### config.mk
export PLATFORM = sky130hd
export DESIGN_NAME = axi_perf
export DESIGN_NICKNAME = d
export VERILOG_FILES = /design/src/source/axi_perf_pkg.sv /design/src/source/perf_burst_gen.sv /design/src/source/burst_cmd_fifo.sv /design/src/source/perf_beat_writer.sv /design/src/source/perf_wr_stats.sv /design/src/source/axi_perf.sv
export SDC_FILE = /design/constraint.sdc
export NUM_CORES = 1
export LEC_CHECK = 0
export BUFFER_PORTS_ARGS = -buffer_cell sky130_fd_sc_hd__buf_4
export CORE_MARGIN = 4
export CORE_UTILIZATION = 45
export CTS_CLUSTER_SIZE = 28
export DETAILED_ROUTE_END_ITERATION = 6
export PLACE_DENSITY = 0.76
export SYNTH_ARGS = -nofsm -noshare
export SYNTH_HDL_FRONTEND = slang
export SYNTH_HIERARCHICAL = 1
export SYNTH_SLANG_ARGS = --single-unit
### constraint.sdc
create_clock -name clk -period 3.4 [get_ports clk]
set_input_delay 0.34 -clock clk [delete_from_list [all_inputs] [get_ports clk]]
set_output_delay 0.34 -clock clk [all_outputs]
set_load 0.01 [all_outputs]
### src/source/axi_perf_pkg.sv
`default_nettype none

package axi_perf_pkg;

  // --------------------------------------------------
  // bus widths
  // --------------------------------------------------
  localparam int AXI_ADDR_WIDTH = 20;
  localparam int AXI_DATA_WIDTH = 16;
  localparam int AXI_STRB_WIDTH = AXI_DATA_WIDTH / 8;
  localparam int AXI_ID_WIDTH   = 4;

  typedef logic [AXI_ADDR_WIDTH-1:0] addr_t;
  typedef logic [AXI_DATA_WIDTH-1:0] data_t;
  typedef logic [AXI_STRB_WIDTH-1:0] strb_t;
  typedef logic [AXI_ID_WIDTH-1:0]   id_t;
  // beats minus one, as on awlen
  typedef logic [7:0]                axlen_t;
  typedef logic [15:0]               burst_cnt_t;
  typedef logic [1:0]                resp_t;
  typedef logic [31:0]               stat_t;

  // 2-byte beats
  localparam logic [2:0] AXI_SIZE_FULL  = 3'd1;
  localparam logic [1:0] AXI_BURST_INCR = 2'b01;
  localparam resp_t      RESP_OKAY      = 2'b00;
  localparam resp_t      RESP_SLVERR    = 2'b10;

  // --------------------------------------------------
  // payloads
  // --------------------------------------------------
  typedef struct packed {
    addr_t      base;
    axlen_t     beats_m1;
    addr_t      stride;
    burst_cnt_t num_bursts;
  } perf_cfg_t;

  typedef struct packed {
    id_t        id;
    addr_t      addr;
    axlen_t     len;
    logic [2:0] size;
    logic [1:0] burst;
  } aw_chan_t;

  typedef struct packed {
    data_t data;
    strb_t strb;
    logic  last;
  } w_chan_t;

  typedef struct packed {
    id_t   id;
    resp_t resp;
  } b_chan_t;

  typedef struct packed {
    stat_t bursts;
    stat_t beats;
    stat_t errors;
    stat_t cycles;
  } perf_stats_t;

  typedef enum logic [1:0] {
    GEN_IDLE,
    GEN_ISSUE,
    GEN_DRAIN,
    GEN_DONE
  } gen_state_t;

endpackage

`default_nettype wire

### src/source/perf_burst_gen.sv
`timescale 1ns/1ps
`default_nettype none

module perf_burst_gen
  import axi_perf_pkg::*;
(
  input  logic       clk,
  input  logic       rst_n,
  input  logic       i_start,
  input  perf_cfg_t  i_cfg,
  input  logic       i_awready,
  input  logic       i_bvalid,
  input  b_chan_t    i_b,
  input  logic       i_fifo_full,
  output logic       o_busy,
  output logic       o_start_run,
  output logic       o_awvalid,
  output aw_chan_t   o_aw,
  output logic       o_bready,
  output logic       o_push,
  output axlen_t     o_push_len
);

  gen_state_t state;
  gen_state_t state_next;
  perf_cfg_t  cfg;
  addr_t      addr;
  burst_cnt_t issued;
  burst_cnt_t resp_cnt;
  burst_cnt_t resp_next;
  logic       aw_fire;
  logic       b_fire;

  assign o_busy      = (state == GEN_ISSUE) || (state == GEN_DRAIN);
  assign o_start_run = i_start && !o_busy;
  // full fifo can only clear while waiting, so valid stays stable
  assign o_awvalid   = (state == GEN_ISSUE) && !i_fifo_full;
  assign o_bready    = o_busy;

  assign aw_fire   = o_awvalid && i_awready;
  // only id zero is ever issued
  assign b_fire    = i_bvalid && o_bready && (i_b.id == '0);
  assign resp_next = resp_cnt + burst_cnt_t'(b_fire);

  assign o_aw = '{id: '0, addr: addr, len: cfg.beats_m1,
                  size: AXI_SIZE_FULL, burst: AXI_BURST_INCR};

  assign o_push     = aw_fire;
  assign o_push_len = cfg.beats_m1;

  always_comb begin
    state_next = state;
    case (state)
      GEN_IDLE, GEN_DONE: begin
        if (i_start) begin
          state_next = (i_cfg.num_bursts == '0) ? GEN_DRAIN : GEN_ISSUE;
        end
      end
      GEN_ISSUE: begin
        if (aw_fire && (issued == cfg.num_bursts - 1'b1)) begin
          state_next = GEN_DRAIN;
        end
      end
      GEN_DRAIN: begin
        if (resp_next == cfg.num_bursts) begin
          state_next = GEN_DONE;
        end
      end
      default: state_next = GEN_IDLE;
    endcase
  end

  always_ff @(posedge clk) begin
    if (!rst_n) begin
      state    <= GEN_IDLE;
      issued   <= '0;
      resp_cnt <= '0;
    end else begin
      state <= state_next;
      if (o_start_run) begin
        issued   <= '0;
        resp_cnt <= '0;
      end else begin
        if (aw_fire) begin
          issued <= issued + 1'b1;
        end
        resp_cnt <= resp_next;
      end
    end
  end

  // address walks from base by stride
  always_ff @(posedge clk) begin
    if (o_start_run) begin
      cfg  <= i_cfg;
      addr <= i_cfg.base;
    end else if (aw_fire) begin
      addr <= addr + cfg.stride;
    end
  end

endmodule

`default_nettype wire

### src/source/burst_cmd_fifo.sv
`timescale 1ns/1ps
`default_nettype none

module burst_cmd_fifo
  import axi_perf_pkg::*;
#(
  parameter int DEPTH = 4
) (
  input  logic   clk,
  input  logic   rst_n,
  input  logic   i_push,
  input  axlen_t i_len,
  input  logic   i_pop,
  output logic   o_full,
  output logic   o_cmd_valid,
  output axlen_t o_cmd
);

  localparam int PTR_W = (DEPTH > 1) ? $clog2(DEPTH) : 1;
  localparam int CNT_W = $clog2(DEPTH + 1);

  axlen_t             mem [DEPTH];
  logic   [PTR_W-1:0] wr_ptr;
  logic   [PTR_W-1:0] rd_ptr;
  logic   [CNT_W-1:0] count;
  logic               do_push;
  logic               do_pop;

  assign o_full      = (count == CNT_W'(DEPTH));
  assign o_cmd_valid = (count != '0);
  assign o_cmd       = mem[rd_ptr];

  assign do_push = i_push && !o_full;
  assign do_pop  = i_pop && o_cmd_valid;

  always_ff @(posedge clk) begin
    if (!rst_n) begin
      wr_ptr <= '0;
      rd_ptr <= '0;
      count  <= '0;
    end else begin
      if (do_push) begin
        wr_ptr <= (wr_ptr == PTR_W'(DEPTH - 1)) ? '0 : wr_ptr + 1'b1;
      end
      if (do_pop) begin
        rd_ptr <= (rd_ptr == PTR_W'(DEPTH - 1)) ? '0 : rd_ptr + 1'b1;
      end
      // simultaneous push and pop leaves count alone
      if (do_push && !do_pop) begin
        count <= count + 1'b1;
      end else if (do_pop && !do_push) begin
        count <= count - 1'b1;
      end
    end
  end

  always_ff @(posedge clk) begin
    if (do_push) begin
      mem[wr_ptr] <= i_len;
    end
  end

endmodule

`default_nettype wire

### src/source/perf_beat_writer.sv
`timescale 1ns/1ps
`default_nettype none

module perf_beat_writer
  import axi_perf_pkg::*;
(
  input  logic    clk,
  input  logic    rst_n,
  input  logic    i_start_run,
  input  logic    i_cmd_valid,
  input  axlen_t  i_cmd,
  input  logic    i_wready,
  output logic    o_pop,
  output logic    o_wvalid,
  output w_chan_t o_w
);

  // high once the fifo head has been visible for a cycle
  logic   armed;
  axlen_t beat_idx;
  data_t  beat_num;
  logic   last;
  logic   w_fire;

  // --------------------------------------------------
  // data channel
  // --------------------------------------------------
  assign o_wvalid = i_cmd_valid && armed;
  assign last     = (beat_idx == i_cmd);
  assign w_fire   = o_wvalid && i_wready;
  assign o_pop    = w_fire && last;

  assign o_w = '{data: beat_num, strb: '1, last: last};

  always_ff @(posedge clk) begin
    if (!rst_n) begin
      armed <= 1'b0;
    end else begin
      armed <= i_cmd_valid;
    end
  end

  // position inside the current burst
  always_ff @(posedge clk) begin
    if (!rst_n) begin
      beat_idx <= '0;
    end else if (i_start_run) begin
      beat_idx <= '0;
    end else if (w_fire) begin
      beat_idx <= last ? '0 : beat_idx + 1'b1;
    end
  end

  // run-wide beat number, forms the data
  always_ff @(posedge clk) begin
    if (!rst_n) begin
      beat_num <= '0;
    end else if (i_start_run) begin
      beat_num <= '0;
    end else if (w_fire) begin
      beat_num <= beat_num + 1'b1;
    end
  end

endmodule

`default_nettype wire

### src/source/perf_wr_stats.sv
`timescale 1ns/1ps
`default_nettype none

module perf_wr_stats
  import axi_perf_pkg::*;
(
  input  logic        clk,
  input  logic        rst_n,
  input  logic        i_start_run,
  input  logic        i_busy,
  input  logic        i_awvalid,
  input  logic        i_awready,
  input  logic        i_wvalid,
  input  logic        i_wready,
  input  logic        i_bvalid,
  input  logic        i_bready,
  input  resp_t       i_bresp,
  output perf_stats_t o_stats
);

  perf_stats_t stats;
  logic        aw_fire;
  logic        w_fire;
  logic        err_fire;

  assign aw_fire  = i_awvalid && i_awready;
  assign w_fire   = i_wvalid && i_wready;
  assign err_fire = i_bvalid && i_bready && (i_bresp != RESP_OKAY);

  assign o_stats = stats;

  // --------------------------------------------------
  // counters
  // --------------------------------------------------
  always_ff @(posedge clk) begin
    if (!rst_n) begin
      stats <= '0;
    end else if (i_start_run) begin
      stats <= '0;
    end else begin
      if (aw_fire) begin
        stats.bursts <= stats.bursts + 1'b1;
      end
      if (w_fire) begin
        stats.beats <= stats.beats + 1'b1;
      end
      if (err_fire) begin
        stats.errors <= stats.errors + 1'b1;
      end
      // busy cycles, for bandwidth
      if (i_busy) begin
        stats.cycles <= stats.cycles + 1'b1;
      end
    end
  end

endmodule

`default_nettype wire

### src/source/axi_perf.sv
`timescale 1ns/1ps
`default_nettype none

module axi_perf
  import axi_perf_pkg::*;
#(
  parameter int CMD_FIFO_DEPTH = 4
) (
  input  logic        clk,
  input  logic        rst_n,
  input  logic        i_start,
  input  perf_cfg_t   i_cfg,
  output logic        o_busy,
  output perf_stats_t o_stats,
  output logic        o_awvalid,
  output aw_chan_t    o_aw,
  input  logic        i_awready,
  output logic        o_wvalid,
  output w_chan_t     o_w,
  input  logic        i_wready,
  input  logic        i_bvalid,
  input  b_chan_t     i_b,
  output logic        o_bready
);

  logic   start_run;
  logic   fifo_full;
  logic   push;
  axlen_t push_len;
  logic   pop;
  logic   cmd_valid;
  axlen_t cmd;

  // --------------------------------------------------
  // address side
  // --------------------------------------------------
  perf_burst_gen u_gen (
    .clk        (clk),
    .rst_n      (rst_n),
    .i_start    (i_start),
    .i_cfg      (i_cfg),
    .i_awready  (i_awready),
    .i_bvalid   (i_bvalid),
    .i_b        (i_b),
    .i_fifo_full(fifo_full),
    .o_busy     (o_busy),
    .o_start_run(start_run),
    .o_awvalid  (o_awvalid),
    .o_aw       (o_aw),
    .o_bready   (o_bready),
    .o_push     (push),
    .o_push_len (push_len)
  );

  burst_cmd_fifo #(
    .DEPTH(CMD_FIFO_DEPTH)
  ) u_fifo (
    .clk        (clk),
    .rst_n      (rst_n),
    .i_push     (push),
    .i_len      (push_len),
    .i_pop      (pop),
    .o_full     (fifo_full),
    .o_cmd_valid(cmd_valid),
    .o_cmd      (cmd)
  );

  // --------------------------------------------------
  // data side and counters
  // --------------------------------------------------
  perf_beat_writer u_writer (
    .clk        (clk),
    .rst_n      (rst_n),
    .i_start_run(start_run),
    .i_cmd_valid(cmd_valid),
    .i_cmd      (cmd),
    .i_wready   (i_wready),
    .o_pop      (pop),
    .o_wvalid   (o_wvalid),
    .o_w        (o_w)
  );

  perf_wr_stats u_stats (
    .clk        (clk),
    .rst_n      (rst_n),
    .i_start_run(start_run),
    .i_busy     (o_busy),
    .i_awvalid  (o_awvalid),
    .i_awready  (i_awready),
    .i_wvalid   (o_wvalid),
    .i_wready   (i_wready),
    .i_bvalid   (i_bvalid),
    .i_bready   (o_bready),
    .i_bresp    (i_b.resp),
    .o_stats    (o_stats)
  );

endmodule

`default_nettype wire

-- Word-level counts from Yosys, hierarchy flattened
Memories as Yosys holds them, arrays and structs flattened. A register that Yosys moved wholly into a read port is not among the register bits.
Cells that the tools add are included.
Widths: inputs -> output; s select.
- add/sub/neg operators: 14
- equality and inequality tests: 12
- multiplexer cells: 16
- bitwise logic cells: 1
- reductions and logical operators: 29
- operator list (operator ; count):
    $add 32x1->32 const B ; 4
    $mux 20 ; 2
    $add 16x1->16 const B ; 2
    $eq 16x16->1 ; 2
    $add 20x20->20 ; 1
    $add 16x1->16 ; 1
    $logic_not 16->1 ; 1
    $mux 2 ; 8
    $sub 16x1->16 const B ; 1
    $logic_and 1x1->1 ; 14
    $add 8x1->8 const B ; 1
    $eq 2x2->1 const B ; 4
    $eq 8x8->1 ; 1
    $mux 8 ; 1
    $mux 3 ; 2
    $ne 2x2->1 const B ; 3
    $pmux 2 s3 ; 1
    $reduce_bool 2->1 ; 3
    $add 2x1->2 const B ; 2
    $logic_not 1->1 ; 4
    $logic_not 4->1 ; 1
    $reduce_or 2->1 ; 2
    $add 3x1->3 const B ; 1
    $eq 3x3->1 const B ; 1
    8 further kinds ; 9
- flip-flop bits (word level): 258
- memory bits (writable): 32
- bits of input ports: 76
- output and inout bits: 188
- logic and storage cells: 90
- memories kept: 1
- memories (memory ; depth ; width ; rd ports ; clocked after Yosys merged registers in ; write ports ; RTL line ; source):
    u_fifo.mem ; 4 ; 8 ; 1 ; 1 ; 1 ; burst_cmd_fifo.sv:22 ; axlen_t mem [DEPTH];

-- Depth between registers and ports, before layout
- word-level depth: 9
- gate-level depth with buffers: 14
- depth with buffers taken out: 13

-- By module
The synthesis kept the hierarchy.
- modules (own cells, without submodules) (module ; times used ; cells an instance ; area each (µm²) ; sequential area each (µm²)):
    perf_wr_stats ; 1 ; 725 ; 6072.1 ; 2562.5
    perf_burst_gen ; 1 ; 589 ; 5746.8 ; 2602.5
    burst_cmd_fifo ; 1 ; 93 ; 1632.8 ; 1141.1
    perf_beat_writer ; 1 ; 143 ; 1252.5 ; 500.5

-- Worst setup path after synthesis
Ideal clock, no wire load.
- path kind: register -> register
- start: reg u_gen.state[0]
- end: reg u_stats.stats (netlist bit u_stats/o_stats[39])
- setup time: 0.128 ns
- data arrival time: 3.311 ns
- data required time: 3.272 ns
- setup slack: -0.039 ns
- stages on the path, launching flop included: 10
- buffers on the path: 3
- clock period less this slack: 3.439 ns
- cells stage by stage: dfxtp_1 > inv_1 > ha_1 > nand2_1 > clkinv_1 > clkbuf_1 > nand2b_1 > clkbuf_1 > clkbuf_1 > nor2_1
- longest elaborated chain between the ends: 5
- elaborated cells on any way between the ends: 8
- classes of those cells: 2 x eq/ne; 6 x reduce/logical
- RTL lines (element ; RTL line ; source):
    start, declared ; perf_burst_gen.sv:24 ; gen_state_t state;
    start signal, assigned ; perf_burst_gen.sv:79 ; state <= state_next;
    $eq 2x1->1 / $eq 2x2->1 (equally long branches) ; perf_burst_gen.sv:34 ; assign o_busy = (state == GEN_ISSUE) || (state == GEN_DRAIN);
    $logic_or 1x1->1 * ; perf_burst_gen.sv:34 ;
    $logic_not 1->1 * ; perf_burst_gen.sv:35 ; assign o_start_run = i_start && !o_busy;
    $logic_and 1x1->1 * ; perf_burst_gen.sv:35 ;
    net start_run ; axi_perf.sv:26 ; logic start_run;
    $reduce_or 2->1 (no line) * ; - ;
    end, declared ; perf_wr_stats.sv:21 ; perf_stats_t stats;
Mark *: on every way through the listed nets, which the timed path passes. The rest lies on a longest branch.
A chain may end at the register's enable or synchronous reset.

==> flow_metrics.env <==
export IMPL_ys_ff_latch=292
export IMPL_drive_gt1_share_pct=19.51
export IMPL_max_slew_worst_pin_slew_ps=1072
export IMPL_gr_total_overflow=0
export IMPL_route_detailed_drc=1
export IMPL_hpwl_um=27600
export IMPL_cp_max_fo=6
export IMPL_sw_frac_of_total_pct=32.03
export IMPL_skew_ps=16.58
export IMPL_drv_cap=0
export IMPL_synth_top_cells_by_area="dfxtp_1, edfxtp_1, xnor2_1"
export IMPL_track_usage_pct=21.08
export IMPL_die_h_um=188.8
export IMPL_setup_violations=0
export IMPL_startpoint_type="flop"
export IMPL_powerDensity_nw_per_um2=603.4
export IMPL_cts_sinks=292
export IMPL_holdPathStages=1
export IMPL_total_power_w=0.01106
export IMPL_arrival_ps=3600
export IMPL_drt_antenna_violating_nets=0
export IMPL_hold_viol_final=0
export IMPL_die_w_um=188.8
export IMPL_wl_um=39190
export IMPL_coreArea_um2=31880
export IMPL_ctsRootBufferMaster="clkbuf_16"
export IMPL_grt_pass1_wl_um=63440
export IMPL_setup_tns_ps=0
export IMPL_io_buffers=252
export IMPL_syn_area_um2=14700
export IMPL_async_reset_ff_share_pct=0
export IMPL_cts_htree_levels=2
export IMPL_first_iter_violations=690
export IMPL_grt_start_max_net_pins=41
export IMPL_final_util_pct=57.48
export IMPL_cpMaxStageDelayCell="mux4_2"
export IMPL_detail_route_wl_per_cell_um=17.26
export IMPL_min_period_ps=3189
export IMPL_hold_end="u_gen/cfg[12]$_DFFE_PP_"
export IMPL_p_sw_w=0.003542
export IMPL_synth_edff_count=96
export IMPL_syn_to_final_growth_pct=24.62
export IMPL_boundaryPins=264
export IMPL_period_share_pct=93.80
export IMPL_r2r_slack_ps=210
export IMPL_fp_row_count=65
export IMPL_synthCells=1550
export IMPL_intPower_w=0.007515
export IMPL_report_final_slew_viol_count=0
export IMPL_grt_pass1_vias=12487
export IMPL_cts_tree="built"
export IMPL_rsz0062_at_grt="no"
export IMPL_pwr_share_comb_pct=28.2
export IMPL_path_cells="buf_12, mux4_2, xnor2_1, nand4_1, nor4_4, o31ai_1, ha_1, inv_1, fa_1, xor2_1, or3_1, a21boi_0"
export IMPL_p_leak_nw=6.616
export IMPL_avgViaCountPerCell=5.667
export IMPL_nNetsFinal=1924
export IMPL_path_clk_slew_ps=60
export IMPL_fill_cells=2772
export IMPL_antennaDiodeCount=0
export IMPL_first_pass_iters=7
export IMPL_worstPathRequired_ps=3810
export IMPL_place_congestion=0.8817
export IMPL_cts_buffers_inserted=35
export IMPL_seq_area_frac_synth_pct=46.29
export IMPL_vias=12864
export IMPL_r2r_end="u_fifo/count[2]$_SDFFE_PN0P_"
export IMPL_critical_path_endpoint_type="flop"
export IMPL_critical_path_class="flop to flop"
export IMPL_initial_core_util_pct=46.12
export IMPL_synth_warnings=6
export IMPL_dieArea_um2=35630
export IMPL_clkPwrFrac_pct=31.8
export IMPL_r2r_cells=12
export IMPL_synth_ff_type="dfxtp_1"
export IMPL_yosysTopAreaCell="dfxtp_1"
export IMPL_synth_area_per_cell_um2=9.487
export IMPL_clock_fmax_ghz=0.3136
export IMPL_synth_top_area_share_pct=26.68
export IMPL_cts_buffer_depth=3
export IMPL_slowest_delay_ps=510
export IMPL_post_cts_buffers=0
export IMPL_max_slew_margin_pct=28.39
export IMPL_power_frac_seq_pct=40.0
export IMPL_clk_latency_ps=510
export IMPL_antenna_found_initial=0
export IMPL_peakVddDrop_mv=0.5427
export IMPL_violations="DRC"
export IMPL_ys_types=73
export IMPL_outcome="finished, violations left"
export IMPL_hp_class="input port to flop"
export IMPL_hp_start="i_cfg[12]"
[metal layers]
layer / wire length [um] / global-route usage, % / vias to the layer above
li1: - / - / 6203
met1: 16520 / 26.44 / 6184
met2: 18870 / 35.96 / 412
met3: 2850 / 5.372 / 65
met4: 952 / 6.334 / 0
met5: 0 / 0 / -
[placed cells by master, fill, tap and decap left out, types with 7 or more instances in the layout]
master and instances:
and4_1 17, dfxtp_1 196, nand2b_1 15, edfxtp_1 96
and2_1 9, or3_1 42, nand4_1 58, nand2_1 126
ha_1 37, dlygate4sd3_1 36, o21ai_0 57, buf_4 271
inv_1 41, conb_1 11, or4_1 57, nor3_1 43
mux2i_1 14, clkbuf_16 36, nor4_1 30, a21o_1 10
clkbuf_1 13, nor2b_1 12, nand3_1 67, xor2_1 55
xnor2_1 87, nor2_1 119, a21oi_1 109, and3_1 15
o31ai_1 48, or2_2 7, mux4_2 8
[stage by stage]
stage | area, um^2 | hold WS [ps] | setup slack, ps | std cells
2_1_floorplan | 14740 | 438.9 | 248.3 | 1558
3_3_place_gp | 16870 | 458.3 | 248.3 | 2171
3_5_place_dp | 16870 | 470.6 | 210.8 | 2171
4_1_cts | 18320 | 0.1885 | 163.3 | 2270
6_report | 18320 | 24.45 | 210.7 | 2270
5_1_grt | 18320 | 0.02037 | 2.933 | 2270
[cells in the mapped netlist (5+ instances only)]
library cell,number
dfxtp_1,196
nand2_1,126
nor2_1,119
a21oi_1,109
edfxtp_1,96
xnor2_1,87
nand3_1,67
clkbuf_1,58
nand4_1,58
o21ai_0,57
or4_1,57
xor2_1,55
o31ai_1,48
nor3_1,43
or3_1,42
inv_1,41
ha_1,37
nor4_1,30
buf_4,29
and4_1,17
nand2b_1,16
and3_1,15
mux2i_1,14
nor2b_1,12
a21o_1,10
and2_1,9
mux4_2,8
or2_2,7
a31oi_1,5
or3_2,5
[registers in the layout (all words and copies together) (netlist names), named ones only]
signal and count:
u_stats/o_stats 128, u_gen/cfg 36, u_fifo/mem 32, u_gen/addr 20, u_gen/issued 16, u_gen/resp_cnt 16, u_writer/beat_num 16, u_gen/o_push_len 8
u_writer/beat_idx 8, u_fifo/count 3, u_fifo/rd_ptr 2, u_fifo/wr_ptr 2, u_gen/state 2, u_writer/armed 1
[what timing repair did]
item	4_1_cts	5_1_grt
hold endpoints to repair	36	0
hold buffers	36	0
setup endpoints to repair	0	1
resized for setup	0	1
[worst max-delay path by stage]
stage / end / slack [ps] / cells past startpoint / from
after global routing: u_fifo/count[2]$_SDFFE_PN0P_ / 3 / 12 / flop
final: u_fifo/count[2]$_SDFFE_PN0P_ / 210 / 12 / flop
after floorplan: u_fifo/count[2]$_SDFFE_PN0P_ / 250 / 12 / flop
after CTS: u_fifo/count[2]$_SDFFE_PN0P_ / 160 / 12 / flop
after global placement: u_gen/state[1]$_SDFFE_PN0P_ / 250 / 12 / i_b[3]
after detailed placement: u_gen/state[1]$_SDFFE_PN0P_ / 210 / 12 / i_b[3]
[cells by family after synthesis]
group	count (synthesis)	share of synthesized area [%]
XOR/XNOR	143	8.611
buffers and inverters	138	4.399
AO/OA/AOI/OAI	268	11.16
AND/OR/NAND/NOR	644	23.79
adder cells (fa/ha/maj)	39	3.421
other	3	0.07658
flip-flops	292	46.29
multiplexers	23	2.255
[area by class of cell]
type,count,area (um^2),share of cell area (%)
multi-input cells,1128,7297,39.82
repair buffers,309,2435,13.29
inverters,43,161.4,0.8808
well taps,435,544.3,2.970
clock inverters,9,61.31,0.3346
flip-flops and latches,292,6807,37.15
clock buffers,54,1018,5.558
[power by group through the flow]
stage | clock (W) | combinational (W) | sequential, W
6_report | 0.00351 | 0.00312 | 0.00443
5_1_grt | 0.00377 | 0.00347 | 0.00447
4_1_cts | 0.00363 | 0.00312 | 0.00443
3_5_place_dp | 0 | 0.00306 | 0.00450
3_3_place_gp | 0 | 0.00299 | 0.00448
2_1_floorplan | 0 | 0.00212 | 0.00445
[critical path, delay by kind of cell, from the launching register on]
kind	cells	cell delay (ps)
XOR/XNOR	2	270
buffers and inverters	2	250
multiplexers	1	510
flip-flops	1	450
AND/OR/NAND/NOR	3	810
adder cells (fa/ha/maj)	2	440
AO/OA/AOI/OAI	2	390
(Power assumes the default switching activity.)
